===== config.mk =====
export PLATFORM = sky130hd
export DESIGN_NAME = ioctl_router_flat
export DESIGN_NICKNAME = d
export VERILOG_FILES = /design/src/hw/cart_pkg.sv /design/src/hw/mem_if.sv /design/src/hw/ioctl_router.sv /design/src/flat_wrapper.sv
export VERILOG_INCLUDE_DIRS = /design/src /design/src/hw
export SDC_FILE = /design/constraint.sdc
export NUM_CORES = 1
export LEC_CHECK = 0
export ABC_AREA = 1
export ABC_CLOCK_PERIOD_IN_PS = 6700
export BUFFER_PORTS_ARGS = -buffer_cell sky130_fd_sc_hd__buf_2
export CAP_MARGIN = 20
export CORE_MARGIN = 4
export CORE_UTILIZATION = 37
export DETAILED_ROUTE_END_ITERATION = 6
export PLACE_DENSITY_LB_ADDON = 0.2
export REMOVE_ABC_BUFFERS = 1
export SKIP_CTS_REPAIR_TIMING = 1
export SLEW_MARGIN = 30
export SYNTH_ARGS = -nofsm -noshare
export SYNTH_HDL_FRONTEND = slang
export SYNTH_SLANG_ARGS = --single-unit

===== constraint.sdc =====
create_clock -name clk_sys -period 6.7 [get_ports clk_sys]
set_input_delay 0.335 -clock clk_sys [delete_from_list [all_inputs] [get_ports clk_sys]]
set_output_delay 0.335 -clock clk_sys [all_outputs]
set_load 0.02 [all_outputs]

===== src/hw/cart_defines.svh =====
// ==============================
// Sizes, region bits and download indexes of the cartridge loader
// The ROM region is the upper half of the memory and the WRAM region the lower half
// ==============================
`ifndef CART_DEFINES_SVH
`define CART_DEFINES_SVH

`define CART_ADDR_W   12
`define CART_DATA_W   16
`define CART_ROM_BIT  11
`define CART_GB_BIT   10
`define IOCTL_ADDR_W  25
`define IOCTL_INDEX_W 8

// Download indexes, GB also taken on index 8'h00
`define IDX_GB_CART   6'h01
`define IDX_SNES_CART 6'h04
`define IDX_CHEAT     8'hFF

// WRAM power-on pattern
`define FILL_BYTE_A   8'h66
`define FILL_BYTE_B   8'h99
`define FILL_BIT_HI   8
`define FILL_BIT_LO   2

`define CHEAT_WORDS   8

`endif


===== src/hw/cart_pkg.sv =====
// ==============================
// Shared types of the cartridge loader
// Widths follow cart_defines.svh
// ==============================
`include "cart_defines.svh"

package cart_pkg;

	typedef logic [`CART_ADDR_W-1:0]   cart_addr_t;
	typedef logic [`CART_DATA_W-1:0]   cart_word_t;
	typedef logic [`IOCTL_ADDR_W-1:0]  ioctl_addr_t;
	typedef logic [`IOCTL_INDEX_W-1:0] ioctl_index_t;

	// Flags, address, compare, replace from top down
	typedef logic [`CHEAT_WORDS*`CART_DATA_W-1:0] cheat_code_t;

	// Kind of the current host download
	typedef enum logic [1:0] {
		LOAD_NONE,
		LOAD_GB,
		LOAD_SNES,
		LOAD_CHEAT
	} load_kind_t;

	typedef enum logic {
		CLR_IDLE,
		CLR_RUN
	} clear_state_t;

endpackage


===== src/hw/mem_if.sv =====
// ==============================
// One memory client of the cartridge RAM
// Client holds req and fields until gnt; rdata follows the grant by a cycle
// ==============================
`timescale 1ns/1ps

interface mem_if;
	import cart_pkg::*;

	logic       req;
	logic       we;
	cart_addr_t addr;
	cart_word_t wdata;
	cart_word_t rdata;
	logic       gnt;

	modport client (
		output req, we, addr, wdata,
		input  rdata, gnt
	);

	modport arbiter (
		input  req, we, addr, wdata,
		output rdata, gnt
	);

endinterface


===== src/hw/ioctl_router.sv =====
// ==============================
// Host download router
// Cart words become one-cycle memory writes, cheat words go out as strobes
// Indexes other than GB, SNES and cheat are dropped
// ==============================
`timescale 1ns/1ps
`include "cart_defines.svh"

module ioctl_router (
	input  logic                   clk_sys,
	input  logic                   reset,
	input  logic                   ioctl_download,
	input  logic                   ioctl_wr,
	input  cart_pkg::ioctl_index_t ioctl_index,
	input  cart_pkg::ioctl_addr_t  ioctl_addr,
	input  cart_pkg::cart_word_t   ioctl_dout,
	mem_if.client                  load_bus,
	output logic                   snes_loading,
	output logic                   cheat_wr,
	output logic [$clog2(`CHEAT_WORDS)-1:0] cheat_offset,
	output cart_pkg::cart_word_t   cheat_data
);
	import cart_pkg::*;

	load_kind_t kind;
	logic       cart_wr;
	cart_addr_t cart_addr;

	always_comb begin
		if (ioctl_index == `IDX_CHEAT)
			kind = LOAD_CHEAT;
		else if (ioctl_index[5:0] == `IDX_SNES_CART)
			kind = LOAD_SNES;
		else if (ioctl_index[5:0] == `IDX_GB_CART || ioctl_index == '0)
			kind = LOAD_GB;
		else
			kind = LOAD_NONE;
	end

	assign cart_wr = ioctl_download & ioctl_wr & (kind == LOAD_SNES || kind == LOAD_GB);

	// ROM region, bank bit from the kind, host byte address to word address
	always_comb begin
		cart_addr                       = '0;
		cart_addr[`CART_ROM_BIT]        = 1'b1;
		cart_addr[`CART_GB_BIT]         = (kind == LOAD_GB);
		cart_addr[`CART_GB_BIT-1:0]     = ioctl_addr[`CART_GB_BIT:1];
	end

	always_ff @(posedge clk_sys) begin
		if (reset) begin
			load_bus.req <= 1'b0;
		end else begin
			load_bus.req <= cart_wr;
		end
	end

	always_ff @(posedge clk_sys) begin
		if (cart_wr) begin
			load_bus.addr  <= cart_addr;
			load_bus.wdata <= ioctl_dout;
		end
	end

	// Loader only ever writes
	assign load_bus.we = 1'b1;

	assign snes_loading = ioctl_download & (kind == LOAD_SNES);

	assign cheat_wr     = ioctl_download & ioctl_wr & (kind == LOAD_CHEAT);
	assign cheat_offset = ioctl_addr[$clog2(`CHEAT_WORDS):1];
	assign cheat_data   = ioctl_dout;

endmodule


===== src/flat_wrapper.sv =====
// flat-port wrapper written by rule: the top's interface ports become plain ports
module ioctl_router_flat import cart_pkg::*;
  (clk_sys, reset, ioctl_download, ioctl_wr, ioctl_index, ioctl_addr, ioctl_dout, snes_loading, cheat_wr, cheat_offset, cheat_data, load_bus_req, load_bus_we, load_bus_addr, load_bus_wdata, load_bus_rdata, load_bus_gnt);
  mem_if load_bus_i ();
  input  logic clk_sys;
  input  logic reset;
  input  logic ioctl_download;
  input  logic ioctl_wr;
  input  cart_pkg::ioctl_index_t ioctl_index;
  input  cart_pkg::ioctl_addr_t ioctl_addr;
  input  cart_pkg::cart_word_t ioctl_dout;
  output logic snes_loading;
  output logic cheat_wr;
  output logic [$clog2(`CHEAT_WORDS)-1:0] cheat_offset;
  output cart_pkg::cart_word_t cheat_data;
  output wire logic [$bits(load_bus_i.req)-1:0] load_bus_req;
  output wire logic [$bits(load_bus_i.we)-1:0] load_bus_we;
  output wire logic [$bits(load_bus_i.addr)-1:0] load_bus_addr;
  output wire logic [$bits(load_bus_i.wdata)-1:0] load_bus_wdata;
  input wire logic [$bits(load_bus_i.rdata)-1:0] load_bus_rdata;
  input wire logic [$bits(load_bus_i.gnt)-1:0] load_bus_gnt;
  assign load_bus_req = load_bus_i.req;
  assign load_bus_we = load_bus_i.we;
  assign load_bus_addr = load_bus_i.addr;
  assign load_bus_wdata = load_bus_i.wdata;
  assign load_bus_i.rdata = load_bus_rdata;
  assign load_bus_i.gnt = load_bus_gnt;
  ioctl_router u_core (.clk_sys(clk_sys), .reset(reset), .ioctl_download(ioctl_download), .ioctl_wr(ioctl_wr), .ioctl_index(ioctl_index), .ioctl_addr(ioctl_addr), .ioctl_dout(ioctl_dout), .load_bus(load_bus_i), .snes_loading(snes_loading), .cheat_wr(cheat_wr), .cheat_offset(cheat_offset), .cheat_data(cheat_data));
endmodule

-- Word level (Yosys, flattened, before mapping)
Cells that the tools add are included.
- memory bits (read-only): 0
- memories: 0
- word-level logic and storage cells: 19
- bits in writable memories: 0
- bits of input ports: 70
- flip-flop bits (word level): 28
- latch bits: 0
- reduce and logical (&&, ||, !) cells: 3
- $mul: 0
- bitwise logic cells: 4
- equal/unequal tests: 6
- div/mod/pow operators: 0
- shifts and indexed selects: 0
- multiplexer cells: 3
- add/subtract/negate cells: 0
- $lt $le $gt $ge: 0
- operator list (kind ; number):
    equality test 8 bit (second input constant) ; 1
    zero test 8 bit ; 1
    equality test 6 x 1 -> 1 bit (second input constant) ; 1
    equality test 6 x 3 -> 1 bit (second input constant) ; 1
    AND 1 bit ; 4
    equality test 2 bit (second input constant) ; 2
    2-to-1 mux 2 bit ; 2
    equality test 2 x 1 -> 1 bit (second input constant) ; 1
    logical OR 1 bit ; 2
    2-to-1 mux 1 bit ; 1

-- Depth between registers and ports, before layout
Gate-level depths: netlist of run 1.
- word-level depth: 8
- mapped depth: 8
- mapped depth without buffers: 8

-- Worst setup path after synthesis of run 1
OpenSTA, ideal clock, no wires.
- kind: input to register
- start point: input ioctl_index[7]
- end point: register u_core.load_bus.addr[0] (enable)
- stages on the path: 6
- setup time: 0.411 ns
- path slack: 4.156 ns
- data arrival time: 2.133 ns
- required time: 6.289 ns
- path through: o21ai_0 nand2_1 nor2_1 nor2_1 ha_1 nor2_1
- longest elaborated chain between the ends: 8
- elaborated cells on any way between the ends: 10
- RTL lines (element ; line ; source):
    start: declaration ; flat_wrapper.sv:9 ; input cart_pkg::ioctl_index_t ioctl_index;
    zero test 8 bit ; ioctl_router.sv:34 ; else if (ioctl_index[5:0] == `IDX_GB_CART || ioctl_index == '0)
    logical OR 1 bit ; ioctl_router.sv:34 ;
    2-to-1 mux 1 bit ; ioctl_router.sv:34 ;
    2-to-1 mux 2 bit ; ioctl_router.sv:32 ; else if (ioctl_index[5:0] == `IDX_SNES_CART)
    2-to-1 mux 2 bit * ; ioctl_router.sv:30 ; if (ioctl_index == `IDX_CHEAT)
    equality test 2 bit or equality test 2 x 1 -> 1 bit (tied branches) ; ioctl_router.sv:40 ; assign cart_wr = ioctl_download & ioctl_wr & (kind == LOAD_SNES || kind == LOAD_GB);
    logical OR 1 bit * ; ioctl_router.sv:40 ;
    AND 1 bit * ; ioctl_router.sv:40 ;
    net u_core.cart_wr ; ioctl_router.sv:26 ; logic cart_wr;
    end signal: assignment ; ioctl_router.sv:60 ; load_bus.addr <= cart_addr;
    end: declaration ; mem_if.sv:18 ; output req, we, addr, wdata,
Mark *: on every way through the listed nets, which the timed path passes. The rest lies on a longest branch.
A chain may end at the register's enable or synchronous reset.

-- Worst setup path in the final report of run 1
- start point: input ioctl_index[7]
- end point: register u_core.load_bus.wdata[9] (enable)
- longest elaborated chain between the ends: 8
- elaborated cells on any way between the ends: 10
- RTL lines (element ; line ; source):
    zero test 8 bit ; ioctl_router.sv:34 ;
    logical OR 1 bit ; ioctl_router.sv:34 ;
    2-to-1 mux 1 bit ; ioctl_router.sv:34 ;
    2-to-1 mux 2 bit ; ioctl_router.sv:32 ;
    2-to-1 mux 2 bit * ; ioctl_router.sv:30 ;
    equality test 2 bit or equality test 2 x 1 -> 1 bit (tied branches) ; ioctl_router.sv:40 ;
    logical OR 1 bit * ; ioctl_router.sv:40 ;
    AND 1 bit * ; ioctl_router.sv:40 ;
    net u_core.cart_wr ; ioctl_router.sv:26 ;
    end signal: assignment ; ioctl_router.sv:61 ; load_bus.wdata <= ioctl_dout;
    end: declaration ; mem_if.sv:18 ;
Marked as above.

==> impl_metrics.csv, run 1 <==
group,metric,value,unit
outcome,status,"complete, no violations",
critical_path,cpPeakStageDelay,0.33,ns
power_and_ir_drop,power,296,uW
sta,fin_crit_sh,24.0,%
sta,slew_viol_final,0,
route,num_vias,796,
critical_path,cp_data_required_time,6.70,ns
sta,final-setup-viol-count,0,
sta,grt_setup_unrepaired,"false",
clock_network,clk_pin_slew_worst_paths,0.13,ns
final_layout,fin_area,1490,um2
clock_network,cts_tree,"done",
sta,timing.final.ws_setup,5.09,ns
critical_path,arrival,1.60,ns
critical_path,crit_slowest_cell,"buf_4",
yosys,netlist_area,1140,um2
yosys,ys_types,14,
floorplan,die_w,63.4,um
route,totalWireLength,2360,um
sta,tns,0,ns
critical_path,critPathCaptureType,"flip-flop",
critical_path,critical_path_class,"in2reg",
global_routing,grt_antenna_before_repair,0,
clock_network,clockBufferDepth,2,
floorplan,dieArea,4020,um2
placed_design,gp_congestion,0.660,
clock_network,root_buffer,"clkbuf_4",
final_layout,num_antenna_cells,0,
floorplan,ios,121,
route,routed_via_density,4.37,
final_layout,syn_to_final_growth,30.9,%
sta,fin_crit,1.61,ns
critical_path,cp_cell_sequence,"buf_2 > o21ai_0 > nand2_1 > nor2_1 > nor2_1 > ha_1 > nor2_2 > buf_4",
placed_design,dp_slack,4.74,ns
worst_hold_path,hold_start,"reset",
critical_path,startpoint,"ioctl_index[7]",
power_and_ir_drop,max-vdd-ir-drop,0.0974,mV
worst_hold_path,worst_hold_path_type,"in2reg",
floorplan,fp.dieH,63.4,um
final_layout,drive_gt1_share,62.9,%
placed_design,dpl-instance-area,1460,um2
yosys,avgSynthCellArea,14.2,um2
yosys,yosysSeqAreaShare,73.1,%
final_layout,nets,224,
route,drtIter0Drc,20,
floorplan,start_util,39.8,%
floorplan,row_count,19,
global_routing,grt_usage,11.3,%
route,wire_per_inst,13.0,um
critical_path,path_common_cell,"nor2_1",
global_routing,grt_pass1_vias,795,
power_and_ir_drop,pwr_density_cell,199,nW/um2
clock_network,htreeDepth,1,
final_layout,fill_cells,268,
sta,hold_violations,0,
global_routing,grt_pass1_wl,3510,um
yosys,ys_ff_latch,28,
critical_path,path_max_fanout,27,
placed_design,dpl.hpwl,1940,um
sta,fmax,0.623,GHz
flow_run,drv_cap,0,
global_routing,gr-total-overflow,0,
power_and_ir_drop,p_leak,0.000701,uW
yosys,syn_inst,80,
critical_path,cp-start-kind,"input port",
clock_network,clock_sinks,28,
global_routing,grt_max_degree,28,
placed_design,port_buffers,86,
worst_hold_path,hold_depth,2,
clock_network,numCtsBuffers,3,
yosys,synthesis.yosys.warnings,0,
floorplan,core,2850,um2
route,ant_nets,0,
route,dr.pass1.iters,4,
route,drcViolationCount,0,
## cell type report
class | instances | area [um2] | area share [%]
Sequential cell | 28 | 831 | 55.8
Multi-Input combinational cell | 27 | 135 | 9.08
Inverter | 5 | 18.8 | 1.26
Timing Repair Buffer | 87 | 438 | 29.4
Clock inverter | 1 | 3.75 | 0.252
Clock buffer | 3 | 22.5 | 1.51
Tap cell | 31 | 38.8 | 2.61
## sequential cells by signal, summed over array words and instances (netlist names)
| register | count |
|---|---|
| u_core.load_bus.addr | 11 |
| u_core.load_bus.req | 1 |
| u_core.load_bus.wdata | 16 |
## routing by layer
metal  up-vias  part of all wire, %  track usage [%]  routed length (um)
li1        390                    -                -                   -
met1       353                   35             11.4                 825
met2        51                   53             21.4                1260
met3         2                   11             3.73                 263
met4         0                 0.55             4.04                  13
met5         -                    0                0                   0
## per-stage QoR
| stage | hold slack, ns | instances | util (%) |
|---|---|---|---|
| after floorplan | 0.412 | 60 | - |
| after global placement | 0.499 | 178 | 51.2 |
| after detailed placement | 0.509 | 178 | 51.2 |
| after CTS | 0.146 | 182 | 52.1 |
| after global routing | 0.129 | 182 | 52.1 |
| final | 0.167 | 182 | 52.1 |
## synthesized netlist by cell type
cell       n  area (um2)
buf_4     21         158
conb_1     1        3.75
dfxtp_1    1        20.0
edfxtp_1  27         811
ha_1       2        25.0
inv_1      4        15.0
inv_2      1        3.75
nand2_1    8        30.0
nand2_2    2        12.5
nand4_1    1        6.26
nor2_1     8        30.0
nor2_2     1        6.26
nor3_1     1        5.00
o21ai_0    2        10.0
## worst max-delay path, delay by kind of cell
family	cells	cell delay (ns)
compound gates	1	0.17
buf+inv	2	0.43
simple gates	4	0.35
fa+ha+maj	1	0.32
## cells in the final DEF (no fill, tap or decap), drive strengths merged
| master | instances |
|---|---|
| nor3 | 1 |
| ha | 2 |
| o21ai | 2 |
| nand4 | 1 |
| buf | 87 |
| edfxtp | 27 |
| clkbuf | 3 |
| nand2 | 10 |
| clkinv | 1 |
| dfxtp | 1 |
| conb | 2 |
| inv | 5 |
| nor2 | 9 |
## logic make-up (layout without fill, tap and decap cells)
kind of cell	after synthesis	count (layout)	share of synthesized area (%)
flops	28	28	73.1
buf+inv	26	96	15.5
simple gates	21	21	7.93
fa+ha+maj	2	2	2.20
compound gates	2	2	0.881
other cells	1	2	0.330
## power by group
part | switching [uW] | internal, uW | leakage [uW] | total (uW)
Combinational | 21.0 | 14.0 | 0.000437 | 35.0
Sequential | 0.349 | 193 | 0.000249 | 194
Clock | 45.9 | 21.8 | 0.0000154 | 67.6
Total | 67.2 | 229 | 0.000701 | 296
## final timing paths
kind,to,slack [ns]
max,u_core.load_bus.wdata[9],5.09
min,u_core.load_bus.req,0.17
No activity file was read; power rests on OpenSTA's default activity.
==> run 2: changes to the inputs <==
- ABC_CLOCK_PERIOD_IN_PS: 6700 -> 1600
- CORE_UTILIZATION: 37 -> 34
- clock period: 6.7 -> 1.6 ns (I/O delays scaled with it)
==> run 2 against run 1 <==
Compared with the run above:
- final area rose by 22%
- core utilization rose by 5.8 points
- routed wire length rose by 13%
- largest power group unchanged
- critical path type unchanged
==> impl_metrics.csv, run 2 (synthesis gave the netlist of run 1 again) <==
group,metric,value,unit
global_routing,grt_antenna_before_repair,0,
critical_path,cp_data_required_time,1.63,ns
flow_run,drv_cap,0,
placed_design,gp_congestion,0.637,
floorplan,row_count,20,
final_layout,regMostFlops,"u_core.load_bus.wdata",
placed_design,dp_slack,0.0342,ns
sta,fin_crit,1.21,ns
final_layout,final_cells,222,
critical_path,path_common_cell,"nor2_1",
final_layout,final_cell_mix,"buf_2, dlygate4sd3_1, edfxtp_1",
power_and_ir_drop,pwr_density_cell,801,nW/um2
floorplan,start_util,36.3,%
final_layout,largest_reg_flops,16,
critical_path,critical_path_class,"in2reg",
critical_path,crit_family,"simple AND/OR/NAND/NOR gates",
route,dr.pass1.iters,2,
final_layout,syn_to_final_growth,59.6,%
final_layout,drive_gt1_share,53.9,%
global_routing,grt_pass1_vias,700,
route,totalWireLength,2670,um
floorplan,ios,121,
global_routing,grt_max_degree,28,
final_layout,layout_commonest_cell,"buf_2",
critical_path,crit_slowest_cell,"ha_1",
sta,final-setup-viol-count,0,
placed_design,dpl.hpwl,1680,um
critical_path,cpPeakStageDelay,0.31,ns
floorplan,core,3130,um2
route,drcViolationCount,0,
sta,tns,0,ns
clock_network,cts_tree,"done",
critical_path,cp_cell_sequence,"buf_2 > o21ai_0 > nand2_1 > nor2_1 > nor2_1 > ha_1 > nor2_2 > buf_12",
floorplan,dieArea,4330,um2
critical_path,crit_buf_inv,2,
global_routing,grt_pass1_wl,3060,um
route,routed_via_density,4.01,
route,num_vias,890,
sta,slew_viol_final,0,
sta,grt_setup_unrepaired,"false",
sta,fmax,0.828,GHz
global_routing,gr-total-overflow,0,
route,drtIter0Drc,48,
final_layout,num_antenna_cells,0,
power_and_ir_drop,p_leak,0.000829,uW
sta,hold_ws,0.0358,ns
worst_hold_path,worst_hold_path_type,"in2reg",
clock_network,htreeDepth,1,
critical_path,cp-start-kind,"input port",
route,wire_per_inst,12.0,um
clock_network,clockBufferDepth,2,
clock_network,root_buffer,"clkbuf_4",
floorplan,die_w,65.8,um
placed_design,port_buffers,86,
floorplan,fp.dieH,65.8,um
outcome,status,"complete, no violations",
placed_design,dp.cells,191,
clock_network,clk_pin_slew_worst_paths,0.14,ns
route,ant_nets,0,
critical_path,critPathCaptureType,"flip-flop",
global_routing,grt_usage,9.26,%
final_layout,nets,251,
sta,hold_violations,0,
critical_path,arrival,1.24,ns
critical_path,path_max_fanout,27,
final_layout,top_regs,"u_core.load_bus.wdata x16, u_core.load_bus.addr x11, u_core.load_bus.req x1",
sta,timing.final.ws_setup,0.392,ns
power_and_ir_drop,power,1450,uW
clock_network,numCtsBuffers,3,
clock_network,clock_sinks,28,
power_and_ir_drop,max-vdd-ir-drop,0.364,mV
sta,fin_crit_sh,75.5,%
run 2: path summary, 6_finish.rpt:
check | start | endpoint | depth (start not counted)
setup / recovery | ioctl_index[7] | u_core.load_bus.addr[10] | 8
hold / removal | ioctl_wr | u_core.load_bus.req | 3
run 2: stage by stage:
step | utilization (%) | instance area [um2]
CTS | 49.3 | 1540
floorplan | - | 982
finish | 58.0 | 1810
global placement | 47.6 | 1490
global route | 58.0 | 1810
detailed placement | 47.6 | 1490
run 2: cell type report:
cell class	instances	area [um2]
timing repair buffer	114	721
multi-input combinational	27	135
clock buffer	3	22.5
inverter	5	18.8
sequential	28	831
clock inverter	1	30.0
fill	265	1320
tap	44	55.1
run 2: per-layer routing:
metal  wire length [um]  GRT usage (%)
met5                  0              0
met4                 47           4.66
met3                284           2.38
met2               1400           16.8
met1                932           9.78
run 2: report_power, final:
part	switching, uW	internal (uW)	leakage, uW
clock	187	253	0.0000279
combinational	98.5	102	0.000552
sequential	1.49	810	0.000249
total	287	1160	0.000829
==> run 3: changes to the inputs <==
- ABC_CLOCK_PERIOD_IN_PS: 1600 -> 1050
- CORE_UTILIZATION: 34 -> 31
- clock period: 1.6 -> 1.05 ns (I/O delays scaled with it)
==> run 3 against run 2 <==
Compared with the run above:
- via count grew 0.79%
- sequential share of layout area shrank 2.5 points
- critical path depth increased by 1
- sequential power grew 53%
- largest power group unchanged
- non-clock buffer count is 5 higher
- global-route usage down 1.3 points
- worst hold slack improved by 0.084 ns
- clock-buffer cell count grew 1
- the flow now finishes with violations (negative setup slack)
- sequential cell count unchanged
- final area increased by 5.7%
==> impl_metrics.csv, run 3 (synthesis gave the netlist of run 1 again) <==
group,metric,value,unit
power_and_ir_drop,power,2110,uW
placed_design,gp_congestion,0.683,
clock_network,cts_tree,"done",
floorplan,fp.dieH,68.5,um
clock_network,clock_sinks,28,
final_layout,fill_cells,294,
sta,hold_ws,0.119,ns
final_layout,nets,256,
power_and_ir_drop,max-vdd-ir-drop,0.470,mV
route,drcViolationCount,0,
route,routed_via_density,3.92,
floorplan,die_w,68.5,um
outcome,violations,"negative setup slack",
flow_run,drv_cap,0,
route,dr.max_layer_used,"met4",
clock_network,clk_pin_slew_worst_paths,0.08,ns
final_layout,regMostFlops,"u_core.load_bus.wdata",
critical_path,critPathCaptureType,"flip-flop",
critical_path,cp-start-kind,"input port",
route,met2_length,1510,um
sta,fin_crit,1.17,ns
power_and_ir_drop,p_leak,0.000862,uW
route,drtIter0Drc,20,
route,wire_per_inst,11.8,um
global_routing,grt_pass1_vias,692,
final_layout,final_cell_mix,"buf_2, dlygate4sd3_1, edfxtp_1",
clock_network,clockBufferDepth,2,
critical_path,arrival,1.16,ns
floorplan,core,3440,um2
critical_path,startpoint,"ioctl_index[5]",
clock_network,numCtsBuffers,3,
floorplan,row_count,21,
global_routing,grt_usage,7.93,%
sta,slew_viol_final,0,
global_routing,grt_antenna_before_repair,0,
clock_network,htreeDepth,1,
route,ant_nets,0,
global_routing,grt_pass1_wl,2720,um
final_layout,num_antenna_cells,0,
route,wl_met1,810,um
sta,timing.final.ws_setup,-0.119,ns
final_layout,layout_commonest_cell,"buf_2",
final_layout,drive_gt1_share,57.9,%
route,dr.pass1.iters,3,
critical_path,crit_end,"u_core.load_bus.wdata[7]",
final_layout,top_regs,"u_core.load_bus.wdata x16, u_core.load_bus.addr x11, u_core.load_bus.req x1",
critical_path,path_max_fanout,7,
global_routing,gr-total-overflow,0,
critical_path,critical_path_class,"in2reg",
floorplan,ios,121,
sta,fin_crit_sh,111,%
placed_design,port_buffers,86,
worst_hold_path,worst_hold_path_type,"in2reg",
outcome,status,"finished with violations",
final_layout,syn_to_final_growth,68.7,%
final_layout,largest_reg_flops,16,
critical_path,cp_data_required_time,1.04,ns
final_layout,multiInputGateArea,159,um2
sta,grt_setup_unrepaired,"true",
route,met3_wirelength,356,um
sta,hold_violations,0,
power_and_ir_drop,pwr_density_cell,1100,nW/um2
route,num_vias,897,
clock_network,root_buffer,"clkbuf_8",
floorplan,dieArea,4700,um2
sta,fmax,0.855,GHz
final_layout,seq_area,831,um2
placed_design,dpl.hpwl,1750,um
sta,final-setup-viol-count,27,
route,totalWireLength,2700,um
floorplan,start_util,33.0,%
global_routing,grt_max_degree,28,
==> run 3: changes by cell type in the layout (fill, tap and decap cells not counted), moves of 2 or more <==
| cell | previous run | this run |
|---|---|---|
| nor2_4 | 0 | 2 |
| buf_4 | 0 | 6 |
| clkbuf_8 | 0 | 3 |
| buf_6 | 0 | 4 |
| nor2_1 | 7 | 4 |
| buf_2 | 86 | 80 |
| clkbuf_4 | 3 | 0 |
==> run 3: final cells by class <==
class	instances	share of cell area [%]
Inverter	5	0.979
Multi-Input combinational cell	27	8.29
Sequential cell	28	43.3
Tap cell	46	3.00
Clock buffer	4	2.35
Timing Repair Buffer	119	42.0
==> run 3: critical path, stage by stage <==
cell	delay, ns
buf_2	0.11
nand2_1	0.07
nor2_2	0.09
nand2_2	0.08
inv_2	0.05
nor2_1	0.03
ha_1	0.31
nor2_4	0.18
clkbuf_16	0.18
==> run 3: metal layers <==
| layer | vias to the layer above | GRT usage (%) |
|---|---|---|
| met5 | - | 0 |
| met4 | 0 | 5.21 |
| met3 | 2 | 1.78 |
| met2 | 50 | 15.0 |
| met1 | 394 | 7.50 |
| li1 | 451 | - |
==> run 3: power by group <==
| part | internal [uW] | leakage (uW) | switching, uW | total (uW) |
|---|---|---|---|---|
| clock | 271 | 0.0000228 | 279 | 550 |
| sequential | 1230 | 0.000249 | 2.20 | 1240 |
| combinational | 170 | 0.000590 | 158 | 328 |
==> run 3: how the worst min path moves through the flow <==
stage / end / from / slack [ns] / cells after the start
floorplan: cheat_data[0] / ioctl_dout[0] / 0.11 / 0
global placement: u_core.load_bus.req / reset / 0.23 / 2
detailed placement: u_core.load_bus.req / reset / 0.23 / 2
CTS: u_core.load_bus.req / reset / -0.06 / 2
global route: u_core.load_bus.req / ioctl_wr / 0.16 / 3
finish: u_core.load_bus.req / ioctl_wr / 0.12 / 3
==> run 3: through the flow <==
| stage | TNS, ns | util, % | area [um2] | instances | setup WS [ns] |
|---|---|---|---|---|---|
| 2_1_floorplan | -32.70 | - | 982 | 60 | -1.21 |
| 3_3_place_gp | -12.11 | 43.8 | 1510 | 195 | -0.447 |
| 3_5_place_dp | -12.48 | 43.8 | 1510 | 195 | -0.460 |
| 4_1_cts | -4.51 | 45.1 | 1550 | 199 | -0.168 |
| 5_1_grt | -5.08 | 55.7 | 1920 | 229 | -0.196 |
| 6_report | -2.97 | 55.7 | 1920 | 229 | -0.119 |
